<file path="config.mk">
export PLATFORM = sky130hd
export DESIGN_NAME = m6502_top
export DESIGN_NICKNAME = d
export VERILOG_FILES = /design/src/hw/m6502_pkg.sv /design/src/hw/m6502_alu.sv /design/src/hw/m6502_decode.sv /design/src/hw/m6502_fetch.sv /design/src/hw/m6502_execute.sv /design/src/hw/m6502_bus_arb.sv /design/src/hw/m6502_top.sv
export SDC_FILE = /design/constraint.sdc
export NUM_CORES = 1
export LEC_CHECK = 0
export BUFFER_PORTS_ARGS = -buffer_cell sky130_fd_sc_hd__buf_2
export CORE_ASPECT_RATIO = 1.4
export CORE_UTILIZATION = 55
export CTS_BUF_LIST = sky130_fd_sc_hd__clkbuf_16
export DETAILED_ROUTE_END_ITERATION = 16
export GPL_ROUTABILITY_DRIVEN = 0
export HOLD_SLACK_MARGIN = 0.15
export PLACE_DENSITY = 0.73
export SKIP_CTS_REPAIR_TIMING = 1
export SYNTH_ARGS = -nofsm -noshare
export SYNTH_HDL_FRONTEND = slang
export SYNTH_SLANG_ARGS = --single-unit
</file>
<file path="constraint.sdc">
create_clock -name clk -period 12.5 [get_ports clk]
set_clock_uncertainty 0.2 [all_clocks]
set_input_delay 3.75 -clock clk [delete_from_list [all_inputs] [get_ports clk]]
set_output_delay 3.75 -clock clk [all_outputs]
set_load 0.01 [all_outputs]
</file>
<file path="src/hw/m6502_pkg.sv">
`default_nettype none

package m6502_pkg;

   localparam int ADDR_W = 16;
   localparam int DATA_W = 8;

   localparam logic [ADDR_W-1:0] RESET_VECTOR = 16'hFFFC;  // Low byte, high byte at +1

   // Fetch unit states
   localparam logic [2:0] F_RESET  = 3'd0;
   localparam logic [2:0] F_VEC_LO = 3'd1;
   localparam logic [2:0] F_VEC_HI = 3'd2;
   localparam logic [2:0] F_OPCODE = 3'd3;
   localparam logic [2:0] F_OP1    = 3'd4;
   localparam logic [2:0] F_OP2    = 3'd5;
   localparam logic [2:0] F_HOLD   = 3'd6;  // Instruction offered to execute

   // Execute unit states
   localparam logic [1:0] E_IDLE = 2'd0;
   localparam logic [1:0] E_MEM  = 2'd1;   // Operand load or store on the bus
   localparam logic [1:0] E_DONE = 2'd2;   // Implied or immediate write-back

   typedef union packed {
      logic [7:0] raw;
      struct packed {
         logic [2:0] aaa;
         logic [2:0] bbb;
         logic [1:0] cc;
      } f;
   } opcode_u;

   typedef enum logic [4:0] {
      OP_NOP, OP_LDA, OP_LDX, OP_LDY,
      OP_STA, OP_STX, OP_STY,
      OP_ORA, OP_AND, OP_EOR, OP_ADC, OP_SBC,
      OP_CMP, OP_CPX, OP_CPY,
      OP_INX, OP_INY, OP_DEX, OP_DEY,
      OP_TAX, OP_TAY, OP_TXA, OP_TYA,
      OP_CLC, OP_SEC, OP_BRANCH
   } op_e;

   typedef enum logic [1:0] {
      MODE_IMPLIED,
      MODE_IMM,
      MODE_ZP,
      MODE_ABS
   } mode_e;

   typedef enum logic [2:0] {
      ALU_PASS,
      ALU_OR,
      ALU_AND,
      ALU_EOR,
      ALU_ADC,
      ALU_CMP,
      ALU_INC,
      ALU_DEC
   } alu_op_e;

endpackage

`default_nettype wire

</file>
<file path="src/hw/m6502_alu.sv">
`timescale 1ns/100ps
`default_nettype none

module m6502_alu (
   input  m6502_pkg::alu_op_e           op,
   input  logic [m6502_pkg::DATA_W-1:0] a,
   input  logic [m6502_pkg::DATA_W-1:0] b,
   input  logic                         carry_in,
   output logic [m6502_pkg::DATA_W-1:0] result,
   output logic                         n,
   output logic                         z,
   output logic                         c,
   output logic                         v
);
   import m6502_pkg::*;

   logic [DATA_W:0] sum;
   logic [DATA_W:0] diff;

   assign sum  = {1'b0, a} + {1'b0, b} + {{DATA_W{1'b0}}, carry_in};
   assign diff = {1'b0, a} - {1'b0, b};

   always_comb
   begin
      result = a;
      c      = carry_in;
      v      = 1'b0;
      case (op)
         ALU_PASS: result = a;
         ALU_OR:   result = a | b;
         ALU_AND:  result = a & b;
         ALU_EOR:  result = a ^ b;
         ALU_ADC:
         begin
            result = sum[DATA_W-1:0];
            c      = sum[DATA_W];
            v      = (a[DATA_W-1] == b[DATA_W-1]) && (sum[DATA_W-1] != a[DATA_W-1]);
         end
         ALU_CMP:
         begin
            result = diff[DATA_W-1:0];
            c      = !diff[DATA_W];  // No borrow means a >= b
         end
         ALU_INC:  result = a + 1'b1;
         ALU_DEC:  result = a - 1'b1;
      endcase
   end

   assign n = result[DATA_W-1];
   assign z = (result == '0);

endmodule

`default_nettype wire

</file>
<file path="src/hw/m6502_decode.sv">
`timescale 1ns/100ps
`default_nettype none

module m6502_decode (
   input  m6502_pkg::opcode_u opcode,
   output m6502_pkg::op_e     op,
   output m6502_pkg::mode_e   mode,
   output logic [1:0]         length
);
   import m6502_pkg::*;

   logic [2:0] aaa;
   logic [2:0] bbb;
   logic       grp_ok;
   mode_e      grp_mode;  // Mode column shared by cc = 00 and cc = 10

   assign aaa = opcode.f.aaa;
   assign bbb = opcode.f.bbb;

   always_comb
   begin
      grp_ok   = 1'b1;
      grp_mode = MODE_IMPLIED;
      case (bbb)
         3'd0: grp_mode = MODE_IMM;
         3'd1: grp_mode = MODE_ZP;
         3'd3: grp_mode = MODE_ABS;
         default: grp_ok = 1'b0;
      endcase
   end

   always_comb
   begin
      op   = OP_NOP;
      mode = MODE_IMPLIED;
      case (opcode.f.cc)
         2'b01:
            if (bbb == 3'd1 || bbb == 3'd2 || bbb == 3'd3)
            begin
               case (aaa)
                  3'd0: op = OP_ORA;
                  3'd1: op = OP_AND;
                  3'd2: op = OP_EOR;
                  3'd3: op = OP_ADC;
                  3'd4: op = (bbb == 3'd2) ? OP_NOP : OP_STA;  // No STA immediate
                  3'd5: op = OP_LDA;
                  3'd6: op = OP_CMP;
                  default: op = OP_SBC;
               endcase
               if (op != OP_NOP)
                  mode = (bbb == 3'd2) ? MODE_IMM : (bbb == 3'd1) ? MODE_ZP : MODE_ABS;
            end
         2'b10:
            if (bbb == 3'd2)
            begin
               case (aaa)
                  3'd4: op = OP_TXA;
                  3'd5: op = OP_TAX;
                  3'd6: op = OP_DEX;
                  default: op = OP_NOP;  // Shifts on A dropped
               endcase
            end
            else if (grp_ok)
            begin
               if (aaa == 3'd5)
                  op = OP_LDX;
               else if (aaa == 3'd4 && grp_mode != MODE_IMM)
                  op = OP_STX;
               if (op != OP_NOP)
                  mode = grp_mode;
            end
         2'b00:
            if (bbb == 3'd4)
            begin
               op   = OP_BRANCH;
               mode = MODE_IMM;  // Offset byte
            end
            else if (bbb == 3'd6)
            begin
               case (aaa)
                  3'd0: op = OP_CLC;
                  3'd1: op = OP_SEC;
                  3'd4: op = OP_TYA;
                  default: op = OP_NOP;
               endcase
            end
            else if (bbb == 3'd2)
            begin
               case (aaa)
                  3'd4: op = OP_DEY;
                  3'd5: op = OP_TAY;
                  3'd6: op = OP_INY;
                  3'd7: op = OP_INX;
                  default: op = OP_NOP;
               endcase
            end
            else if (grp_ok)
            begin
               case (aaa)
                  3'd4: op = (grp_mode == MODE_IMM) ? OP_NOP : OP_STY;
                  3'd5: op = OP_LDY;
                  3'd6: op = OP_CPY;
                  3'd7: op = OP_CPX;
                  default: op = OP_NOP;
               endcase
               if (op != OP_NOP)
                  mode = grp_mode;
            end
         default: op = OP_NOP;
      endcase
   end

   assign length = (mode == MODE_ABS) ? 2'd3 : (mode == MODE_IMPLIED) ? 2'd1 : 2'd2;

endmodule

`default_nettype wire

</file>
<file path="src/hw/m6502_fetch.sv">
`timescale 1ns/100ps
`default_nettype none

module m6502_fetch (
   input  logic                         clk,
   input  logic                         reset_n,
   output logic                         f_valid,
   output logic [m6502_pkg::ADDR_W-1:0] f_addr,
   input  logic                         f_ready,
   input  logic [m6502_pkg::DATA_W-1:0] rdata,
   output logic                         inst_valid,
   output m6502_pkg::op_e               inst_op,
   output m6502_pkg::mode_e             inst_mode,
   output logic [m6502_pkg::ADDR_W-1:0] inst_operand,
   output logic [m6502_pkg::ADDR_W-1:0] inst_next_pc,
   input  logic                         inst_ready,
   input  logic                         redirect,
   input  logic [m6502_pkg::ADDR_W-1:0] redirect_pc
);
   import m6502_pkg::*;

   logic [2:0]        state;
   logic [ADDR_W-1:0] pc;
   logic              drain;      // Redirect seen while a read was outstanding
   logic [ADDR_W-1:0] target;
   logic              fire;
   logic              pending;
   opcode_u           cur_opcode;
   op_e               dec_op;
   mode_e             dec_mode;
   logic [1:0]        dec_len;
   op_e               op_q;
   mode_e             mode_q;
   logic [1:0]        len_q;
   logic [ADDR_W-1:0] operand_q;  // High byte keeps the opcode for 2-byte instructions

   assign cur_opcode.raw = rdata;

   m6502_decode u_decode (
      .opcode (cur_opcode),
      .op     (dec_op),
      .mode   (dec_mode),
      .length (dec_len)
   );

   assign f_valid = (state != F_RESET) && (state != F_HOLD);
   assign f_addr  = pc;
   assign fire    = f_valid && f_ready;
   assign pending = f_valid && !f_ready;

   assign inst_valid   = (state == F_HOLD);
   assign inst_op      = op_q;
   assign inst_mode    = mode_q;
   assign inst_operand = operand_q;
   assign inst_next_pc = pc;

   always_ff @(posedge clk)
   begin
      if (!reset_n)
      begin
         state <= F_RESET;
         pc    <= RESET_VECTOR;
         drain <= 1'b0;
      end
      else if (redirect && !pending)
      begin
         state <= F_OPCODE;  // Buffered instruction dropped
         pc    <= redirect_pc;
         drain <= 1'b0;
      end
      else if (redirect)
         drain <= 1'b1;
      else if (drain)
      begin
         if (fire)
         begin
            drain <= 1'b0;  // Stale byte discarded
            pc    <= target;
            state <= F_OPCODE;
         end
      end
      else
      begin
         case (state)
            F_RESET: state <= F_VEC_LO;
            F_VEC_LO:
               if (fire)
               begin
                  pc    <= pc + 1'b1;
                  state <= F_VEC_HI;
               end
            F_VEC_HI:
               if (fire)
               begin
                  pc    <= {rdata, operand_q[DATA_W-1:0]};
                  state <= F_OPCODE;
               end
            F_OPCODE:
               if (fire)
               begin
                  pc    <= pc + 1'b1;
                  state <= (dec_len == 2'd1) ? F_HOLD : F_OP1;
               end
            F_OP1:
               if (fire)
               begin
                  pc    <= pc + 1'b1;
                  state <= (len_q == 2'd3) ? F_OP2 : F_HOLD;
               end
            F_OP2:
               if (fire)
               begin
                  pc    <= pc + 1'b1;
                  state <= F_HOLD;
               end
            default:
               if (inst_ready)
                  state <= F_OPCODE;
         endcase
      end
   end

   always_ff @(posedge clk)
   begin
      if (redirect)
         target <= redirect_pc;
      if (fire && (state == F_OPCODE))
      begin
         op_q                    <= dec_op;
         mode_q                  <= dec_mode;
         len_q                   <= dec_len;
         operand_q[ADDR_W-1:DATA_W] <= rdata;
      end
      if (fire && (state == F_VEC_LO || state == F_OP1))
         operand_q[DATA_W-1:0] <= rdata;
      if (fire && (state == F_OP2))
         operand_q[ADDR_W-1:DATA_W] <= rdata;
   end

endmodule

`default_nettype wire

</file>
<file path="src/hw/m6502_execute.sv">
`timescale 1ns/100ps
`default_nettype none

module m6502_execute (
   input  logic                         clk,
   input  logic                         reset_n,
   input  logic                         inst_valid,
   output logic                         inst_ready,
   input  m6502_pkg::op_e               inst_op,
   input  m6502_pkg::mode_e             inst_mode,
   input  logic [m6502_pkg::ADDR_W-1:0] inst_operand,
   input  logic [m6502_pkg::ADDR_W-1:0] inst_next_pc,
   output logic                         e_valid,
   output logic                         e_we,
   output logic [m6502_pkg::ADDR_W-1:0] e_addr,
   output logic [m6502_pkg::DATA_W-1:0] e_wdata,
   input  logic                         e_ready,
   input  logic [m6502_pkg::DATA_W-1:0] rdata,
   output logic                         redirect,
   output logic [m6502_pkg::ADDR_W-1:0] redirect_pc
);
   import m6502_pkg::*;

   logic [1:0]        state;
   logic [DATA_W-1:0] a;
   logic [DATA_W-1:0] x;
   logic [DATA_W-1:0] y;
   logic              n;
   logic              z;
   logic              c;
   logic              v;
   op_e               op_q;
   mode_e             mode_q;
   logic [ADDR_W-1:0] operand_q;
   logic [ADDR_W-1:0] next_pc_q;
   logic              accept;
   logic              done;
   logic [DATA_W-1:0] opnd;
   alu_op_e           alu_op;
   logic [DATA_W-1:0] alu_a;
   logic [DATA_W-1:0] alu_b;
   logic              alu_cin;
   logic [DATA_W-1:0] alu_result;
   logic              alu_n;
   logic              alu_z;
   logic              alu_c;
   logic              alu_v;
   logic              wr_a;
   logic              wr_x;
   logic              wr_y;
   logic              wr_cmp;
   logic              wr_c;
   logic              wr_v;
   logic              taken;
   logic              flag;

   assign inst_ready = (state == E_IDLE);
   assign accept     = inst_valid && inst_ready;
   assign done       = (state == E_DONE) || ((state == E_MEM) && e_ready);
   assign opnd       = (state == E_MEM) ? rdata : operand_q[DATA_W-1:0];

   assign e_valid = (state == E_MEM);
   assign e_we    = op_q inside {OP_STA, OP_STX, OP_STY};
   assign e_addr  = (mode_q == MODE_ZP) ?
                    {{(ADDR_W-DATA_W){1'b0}}, operand_q[DATA_W-1:0]} : operand_q;
   assign e_wdata = (op_q == OP_STX) ? x : (op_q == OP_STY) ? y : a;

   always_comb
   begin
      case (op_q)
         OP_ORA: alu_op = ALU_OR;
         OP_AND: alu_op = ALU_AND;
         OP_EOR: alu_op = ALU_EOR;
         OP_ADC, OP_SBC: alu_op = ALU_ADC;
         OP_CMP, OP_CPX, OP_CPY: alu_op = ALU_CMP;
         OP_INX, OP_INY: alu_op = ALU_INC;
         OP_DEX, OP_DEY: alu_op = ALU_DEC;
         default: alu_op = ALU_PASS;
      endcase
      case (op_q)
         OP_TAX, OP_TAY, OP_ORA, OP_AND, OP_EOR, OP_ADC, OP_SBC, OP_CMP: alu_a = a;
         OP_TXA, OP_CPX, OP_INX, OP_DEX: alu_a = x;
         OP_TYA, OP_CPY, OP_INY, OP_DEY: alu_a = y;
         default: alu_a = opnd;
      endcase
   end

   assign alu_b   = (op_q == OP_SBC) ? ~opnd : opnd;
   assign alu_cin = (op_q == OP_SEC) || (c && (op_q != OP_CLC));  // CLC/SEC go through PASS

   assign wr_a   = op_q inside {OP_LDA, OP_TXA, OP_TYA, OP_ORA, OP_AND, OP_EOR, OP_ADC, OP_SBC};
   assign wr_x   = op_q inside {OP_LDX, OP_TAX, OP_INX, OP_DEX};
   assign wr_y   = op_q inside {OP_LDY, OP_TAY, OP_INY, OP_DEY};
   assign wr_cmp = op_q inside {OP_CMP, OP_CPX, OP_CPY};
   assign wr_c   = wr_cmp || (op_q inside {OP_ADC, OP_SBC, OP_CLC, OP_SEC});
   assign wr_v   = op_q inside {OP_ADC, OP_SBC};

   m6502_alu u_alu (
      .op       (alu_op),
      .a        (alu_a),
      .b        (alu_b),
      .carry_in (alu_cin),
      .result   (alu_result),
      .n        (alu_n),
      .z        (alu_z),
      .c        (alu_c),
      .v        (alu_v)
   );

   // Branch condition from opcode bits 7:5 kept in the operand high byte
   always_comb
   begin
      case (operand_q[ADDR_W-1:ADDR_W-2])
         2'd0: flag = n;
         2'd1: flag = v;
         2'd2: flag = c;
         default: flag = z;
      endcase
   end

   assign taken       = (flag == operand_q[ADDR_W-1-2]);
   assign redirect    = (state == E_DONE) && (op_q == OP_BRANCH) && taken;
   assign redirect_pc = next_pc_q +
                        {{(ADDR_W-DATA_W){operand_q[DATA_W-1]}}, operand_q[DATA_W-1:0]};

   always_ff @(posedge clk)
   begin
      if (!reset_n)
      begin
         state <= E_IDLE;
         a     <= '0;
         x     <= '0;
         y     <= '0;
         n     <= 1'b0;
         z     <= 1'b0;
         c     <= 1'b0;
         v     <= 1'b0;
      end
      else
      begin
         if (accept)
            state <= (inst_mode == MODE_ZP || inst_mode == MODE_ABS) ? E_MEM : E_DONE;
         else if (done)
            state <= E_IDLE;
         if (done)
         begin
            if (wr_a)
               a <= alu_result;
            if (wr_x)
               x <= alu_result;
            if (wr_y)
               y <= alu_result;
            if (wr_a || wr_x || wr_y || wr_cmp)
            begin
               n <= alu_n;
               z <= alu_z;
            end
            if (wr_c)
               c <= alu_c;
            if (wr_v)
               v <= alu_v;
         end
      end
   end

   always_ff @(posedge clk)
   begin
      if (accept)
      begin
         op_q      <= inst_op;
         mode_q    <= inst_mode;
         operand_q <= inst_operand;
         next_pc_q <= inst_next_pc;
      end
   end

endmodule

`default_nettype wire

</file>
<file path="src/hw/m6502_bus_arb.sv">
`timescale 1ns/100ps
`default_nettype none

module m6502_bus_arb (
   input  logic                         clk,
   input  logic                         reset_n,
   input  logic                         f_valid,
   input  logic [m6502_pkg::ADDR_W-1:0] f_addr,
   output logic                         f_ready,
   input  logic                         e_valid,
   input  logic                         e_we,
   input  logic [m6502_pkg::ADDR_W-1:0] e_addr,
   input  logic [m6502_pkg::DATA_W-1:0] e_wdata,
   output logic                         e_ready,
   output logic                         mem_valid,
   output logic                         mem_we,
   output logic [m6502_pkg::ADDR_W-1:0] mem_addr,
   output logic [m6502_pkg::DATA_W-1:0] mem_wdata,
   input  logic                         mem_ready
);

   logic busy;
   logic owner_e;
   logic sel_e;

   assign sel_e = busy ? owner_e : e_valid;  // Execute first when idle

   assign mem_valid = sel_e ? e_valid : f_valid;
   assign mem_we    = sel_e && e_we;
   assign mem_addr  = sel_e ? e_addr : f_addr;
   assign mem_wdata = sel_e ? e_wdata : '0;
   assign e_ready   = sel_e && mem_ready;
   assign f_ready   = !sel_e && mem_ready;

   always_ff @(posedge clk)
   begin
      if (!reset_n)
      begin
         busy    <= 1'b0;
         owner_e <= 1'b0;
      end
      else if (mem_valid && mem_ready)
         busy <= 1'b0;
      else if (mem_valid)
      begin
         busy    <= 1'b1;  // Hold winner through the wait
         owner_e <= sel_e;
      end
   end

endmodule

`default_nettype wire

</file>
<file path="src/hw/m6502_top.sv">
`timescale 1ns/100ps
`default_nettype none

module m6502_top (
   input  logic                         clk,
   input  logic                         reset_n,
   output logic                         mem_valid,
   output logic                         mem_we,
   output logic [m6502_pkg::ADDR_W-1:0] mem_addr,
   output logic [m6502_pkg::DATA_W-1:0] mem_wdata,
   input  logic                         mem_ready,
   input  logic [m6502_pkg::DATA_W-1:0] mem_rdata
);
   import m6502_pkg::*;

   logic              f_valid;
   logic              f_ready;
   logic [ADDR_W-1:0] f_addr;
   logic              e_valid;
   logic              e_ready;
   logic              e_we;
   logic [ADDR_W-1:0] e_addr;
   logic [DATA_W-1:0] e_wdata;
   logic              inst_valid;
   logic              inst_ready;
   op_e               inst_op;
   mode_e             inst_mode;
   logic [ADDR_W-1:0] inst_operand;
   logic [ADDR_W-1:0] inst_next_pc;
   logic              redirect;
   logic [ADDR_W-1:0] redirect_pc;

   m6502_fetch u_fetch (
      .clk          (clk),
      .reset_n      (reset_n),
      .f_valid      (f_valid),
      .f_addr       (f_addr),
      .f_ready      (f_ready),
      .rdata        (mem_rdata),
      .inst_valid   (inst_valid),
      .inst_op      (inst_op),
      .inst_mode    (inst_mode),
      .inst_operand (inst_operand),
      .inst_next_pc (inst_next_pc),
      .inst_ready   (inst_ready),
      .redirect     (redirect),
      .redirect_pc  (redirect_pc)
   );

   m6502_execute u_execute (
      .clk          (clk),
      .reset_n      (reset_n),
      .inst_valid   (inst_valid),
      .inst_ready   (inst_ready),
      .inst_op      (inst_op),
      .inst_mode    (inst_mode),
      .inst_operand (inst_operand),
      .inst_next_pc (inst_next_pc),
      .e_valid      (e_valid),
      .e_we         (e_we),
      .e_addr       (e_addr),
      .e_wdata      (e_wdata),
      .e_ready      (e_ready),
      .rdata        (mem_rdata),
      .redirect     (redirect),
      .redirect_pc  (redirect_pc)
   );

   m6502_bus_arb u_bus_arb (
      .clk       (clk),
      .reset_n   (reset_n),
      .f_valid   (f_valid),
      .f_addr    (f_addr),
      .f_ready   (f_ready),
      .e_valid   (e_valid),
      .e_we      (e_we),
      .e_addr    (e_addr),
      .e_wdata   (e_wdata),
      .e_ready   (e_ready),
      .mem_valid (mem_valid),
      .mem_we    (mem_we),
      .mem_addr  (mem_addr),
      .mem_wdata (mem_wdata),
      .mem_ready (mem_ready)
   );

endmodule

`default_nettype wire

</file>
==> reports/metrics.yaml <==
outcome: "complete, no violations"
avgViaCountPerCell: 6.34
die_w_um: 113
cp.arrival_ns: 7.29
nets: 1126
placed_cell_area_um2: 9700
critical_path_class: "input port to register"
hold_class: "register to register"
synth_edf_count: 80
grt_pass1_vias: 7831
clockBufferDepth: 2
cts_made_buffers: 17
fin_tns_setup_ns: 0
ys_seq_area_frac: 0.372
hold_violations: 0
wl_per_cell_um: 20.1
cts.htree.levels: 4
num_rows: 56
finalPower_w: 0.00149
initial_core_util: 0.562
p_leak_nw: 3.96
yosys-top-cells-area: "edfxtp_1 (26%), dfxtp_1 (12%), ha_1 (6.4%)"
gr-total-overflow: 0
dr.pass1.iters: 5
final_common_cell: "nor2_1"
syn-instance-count: 1056
min_period_ns: 7.18
cts.sinks: 135
dieArea_um2: 17600
p_clk_frac: 0.365
sw_frac_of_total: 0.320
yosys_warnings: 0
crit_path_start_kind: "input port"
fill_cells: 1436
synth_ff_type: "edfxtp_1"
io_pins: 37
fmax_mhz: 139
antenna_found_initial: 0
syn-num-nets: 1120
internal_power_w: 0.00101
ys_types: 87
setup_viol_count_final: 0
p_per_area_nw_per_um2: 144
grt_max_degree: 48
hpwl_um: 18100
maxCapViolations: 0
finalMaxSlewViolations: 0
sequentialPowerShare: 0.380
grt_pass1_wl_um: 40300
ys_seq_elements: 135
async_flop_share: 0
wl_um: 25600
crit_top_cell: "a21oi_1"
via_count: 8105
final_cell_area_um2: 10300
path_delay_family: "compound AO/OA/AOI/OAI gates"
drt_first_iter_violations: 729
yosysTopAreaCellShare: 0.255
cp_slowest_stage_delay_ns: 0.48
path_clk_slew_ns: 0.06
die_h_um: 157
synthesis.area_um2: 9410
critPathSlowestCell: "fa_1"
max-vdd-ir-drop_v: 0.000120
combPwrFrac: 0.255
ant_nets: 0
area_growth_pct: 9.81
relSlewSlack: 0.190
num_antenna_cells: 0
post-synth-top-area-cell: "edfxtp_1"
critPathCaptureType: "register"
fin_crit_sh: 0.575
cp.buffers_inverters: 2
cts_tree: "done"
coreArea_um2: 16700
syn_avg_cell_area_um2: 8.91
root_buffer: "clkbuf_16"
insertion_delay_ns: 0.42
critPathRequiredTime_ns: 12.60
grt.total_usage: 0.297
final_cell_mix: "nor2_1 (116), nand2_1 (87), a21oi_1 (86), edfxtp_1 (80), o21ai_0 (71)"
drc_errors: 0
rsz0062_at_grt: "false"
io_buffers: 36
drive_above_1_share: 0.113
worst_pin_slew_ns: 1.21
path_cells: "buf_2 > mux2i_1 > o32ai_1 > a221oi_2 > inv_1 > fa_1 > a21o_1 > a21oi_1 > o21bai_1 > a21oi_1 > xnor2_1 > a31oi_1 > a22oi_1 > nor4b_2 > a32o_1"
switching_power_w: 0.000478
crit_fanout: 10
==> layout make-up <==
type,count,area [um^2],area share
clock inverters,15,213,0.0206
flip-flops and latches,135,3500,0.339
well taps,203,254,0.0246
multi-input cells,801,5450,0.527
clock buffers,17,425,0.0412
repair buffers,49,278,0.0269
inverters,58,218,0.0211
==> worst reg2reg max path: stages, from the launching register on <==
cell and delay [ns]:
edfxtp_1 0.71, and2_1 0.35, nand3_1 0.46, xor2_1 0.51, fa_1 0.28, inv_1 0.06, fa_1 0.39, nor2b_1 0.16
o21ai_0 0.12, a21oi_1 0.18, o21ai_0 0.11, a221oi_1 0.34, mux2i_1 0.13, a22oi_1 0.47, nor4b_2 0.11, a32o_1 0.22
==> synthesized netlist by cell type, types with 12 or more instances <==
cell and number:
dfxtp_1 55, ha_1 48, or3_1 13, mux2_2 12, nand2b_1 19, nor2_1 116, o21ai_0 72, nand3_1 17
edfxtp_1 80, xor2_1 21, inv_1 58, nor2b_1 16, a211oi_1 32, clkbuf_1 46, xnor2_1 24, nor3_1 18
mux2i_1 36, a21oi_1 87, nand2_1 87
==> worst paths after layout <==
kind,start,end,slack [ns],cells after the start
worst min register to register,u_fetch.inst_operand[13]$_DFFE_PP_,u_execute.operand_q[13]$_DFFE_PP_,0.22,0
worst max-delay path,mem_rdata[1],u_execute.z$_SDFFE_PN0P_,5.32,15
worst min-delay path,u_fetch.inst_operand[13]$_DFFE_PP_,u_execute.operand_q[13]$_DFFE_PP_,0.22,0
worst max register to register,u_execute.op_q[1]$_DFFE_PP_,u_execute.z$_SDFFE_PN0P_,7.58,15
==> cells by family (layout without fill, tap and decap cells) <==
group                      after synthesis  in the layout  synth area share
and+or+nand+nor                        330            330             0.169
AOI/OAI and AO/OA                      322            322             0.230
DFF                                    135            135             0.372
buffers and inverters                  120            139            0.0518
adders and majority gates               53             53            0.0744
muxes                                   50             50            0.0574
xor gates and xnor gates                46             46            0.0448
==> flip-flops by register name, indices dropped and copies added, names as in the netlist, 8 cells and up <==
name / count
u_execute.a: 8
u_execute.next_pc_q: 16
u_fetch.inst_operand: 16
u_execute.x: 8
u_fetch.f_addr: 16
u_fetch.target: 16
u_execute.y: 8
u_execute.operand_q: 16
==> power by group through the flow <==
stage	Combinational [W]	Sequential (W)	Clock (W)
after floorplan	0.000291	0.000547	0
after global routing	0.000419	0.000571	0.000565
after detailed placement	0.000372	0.000573	0
final	0.000381	0.000567	0.000544
after CTS	0.000377	0.000565	0.000549
after global placement	0.000367	0.000573	0
==> metrics by stage <==
stage | setup WS [ns] | util | hold WS [ns] | instances
floorplan | 5.72 | - | 0.200 | 1056
global placement | 5.09 | 0.579 | 0.201 | 1246
detailed placement | 5.03 | 0.579 | 0.211 | 1246
CTS | 5.39 | 0.617 | 0.225 | 1278
global route | 5.14 | 0.617 | 0.232 | 1278
finish | 5.32 | 0.617 | 0.224 | 1278
==> routing by layer <==
metal / global-route usage / vias to the layer above / part of all wire
li1: - / 3875 / -
met4: 0.157 / 0 / 0.043
met5: 0 / - / 0
met3: 0.0399 / 68 / 0.042
met1: 0.327 / 3861 / 0.39
met2: 0.550 / 301 / 0.52
Note: power is estimated with default switching activity, not from simulation.
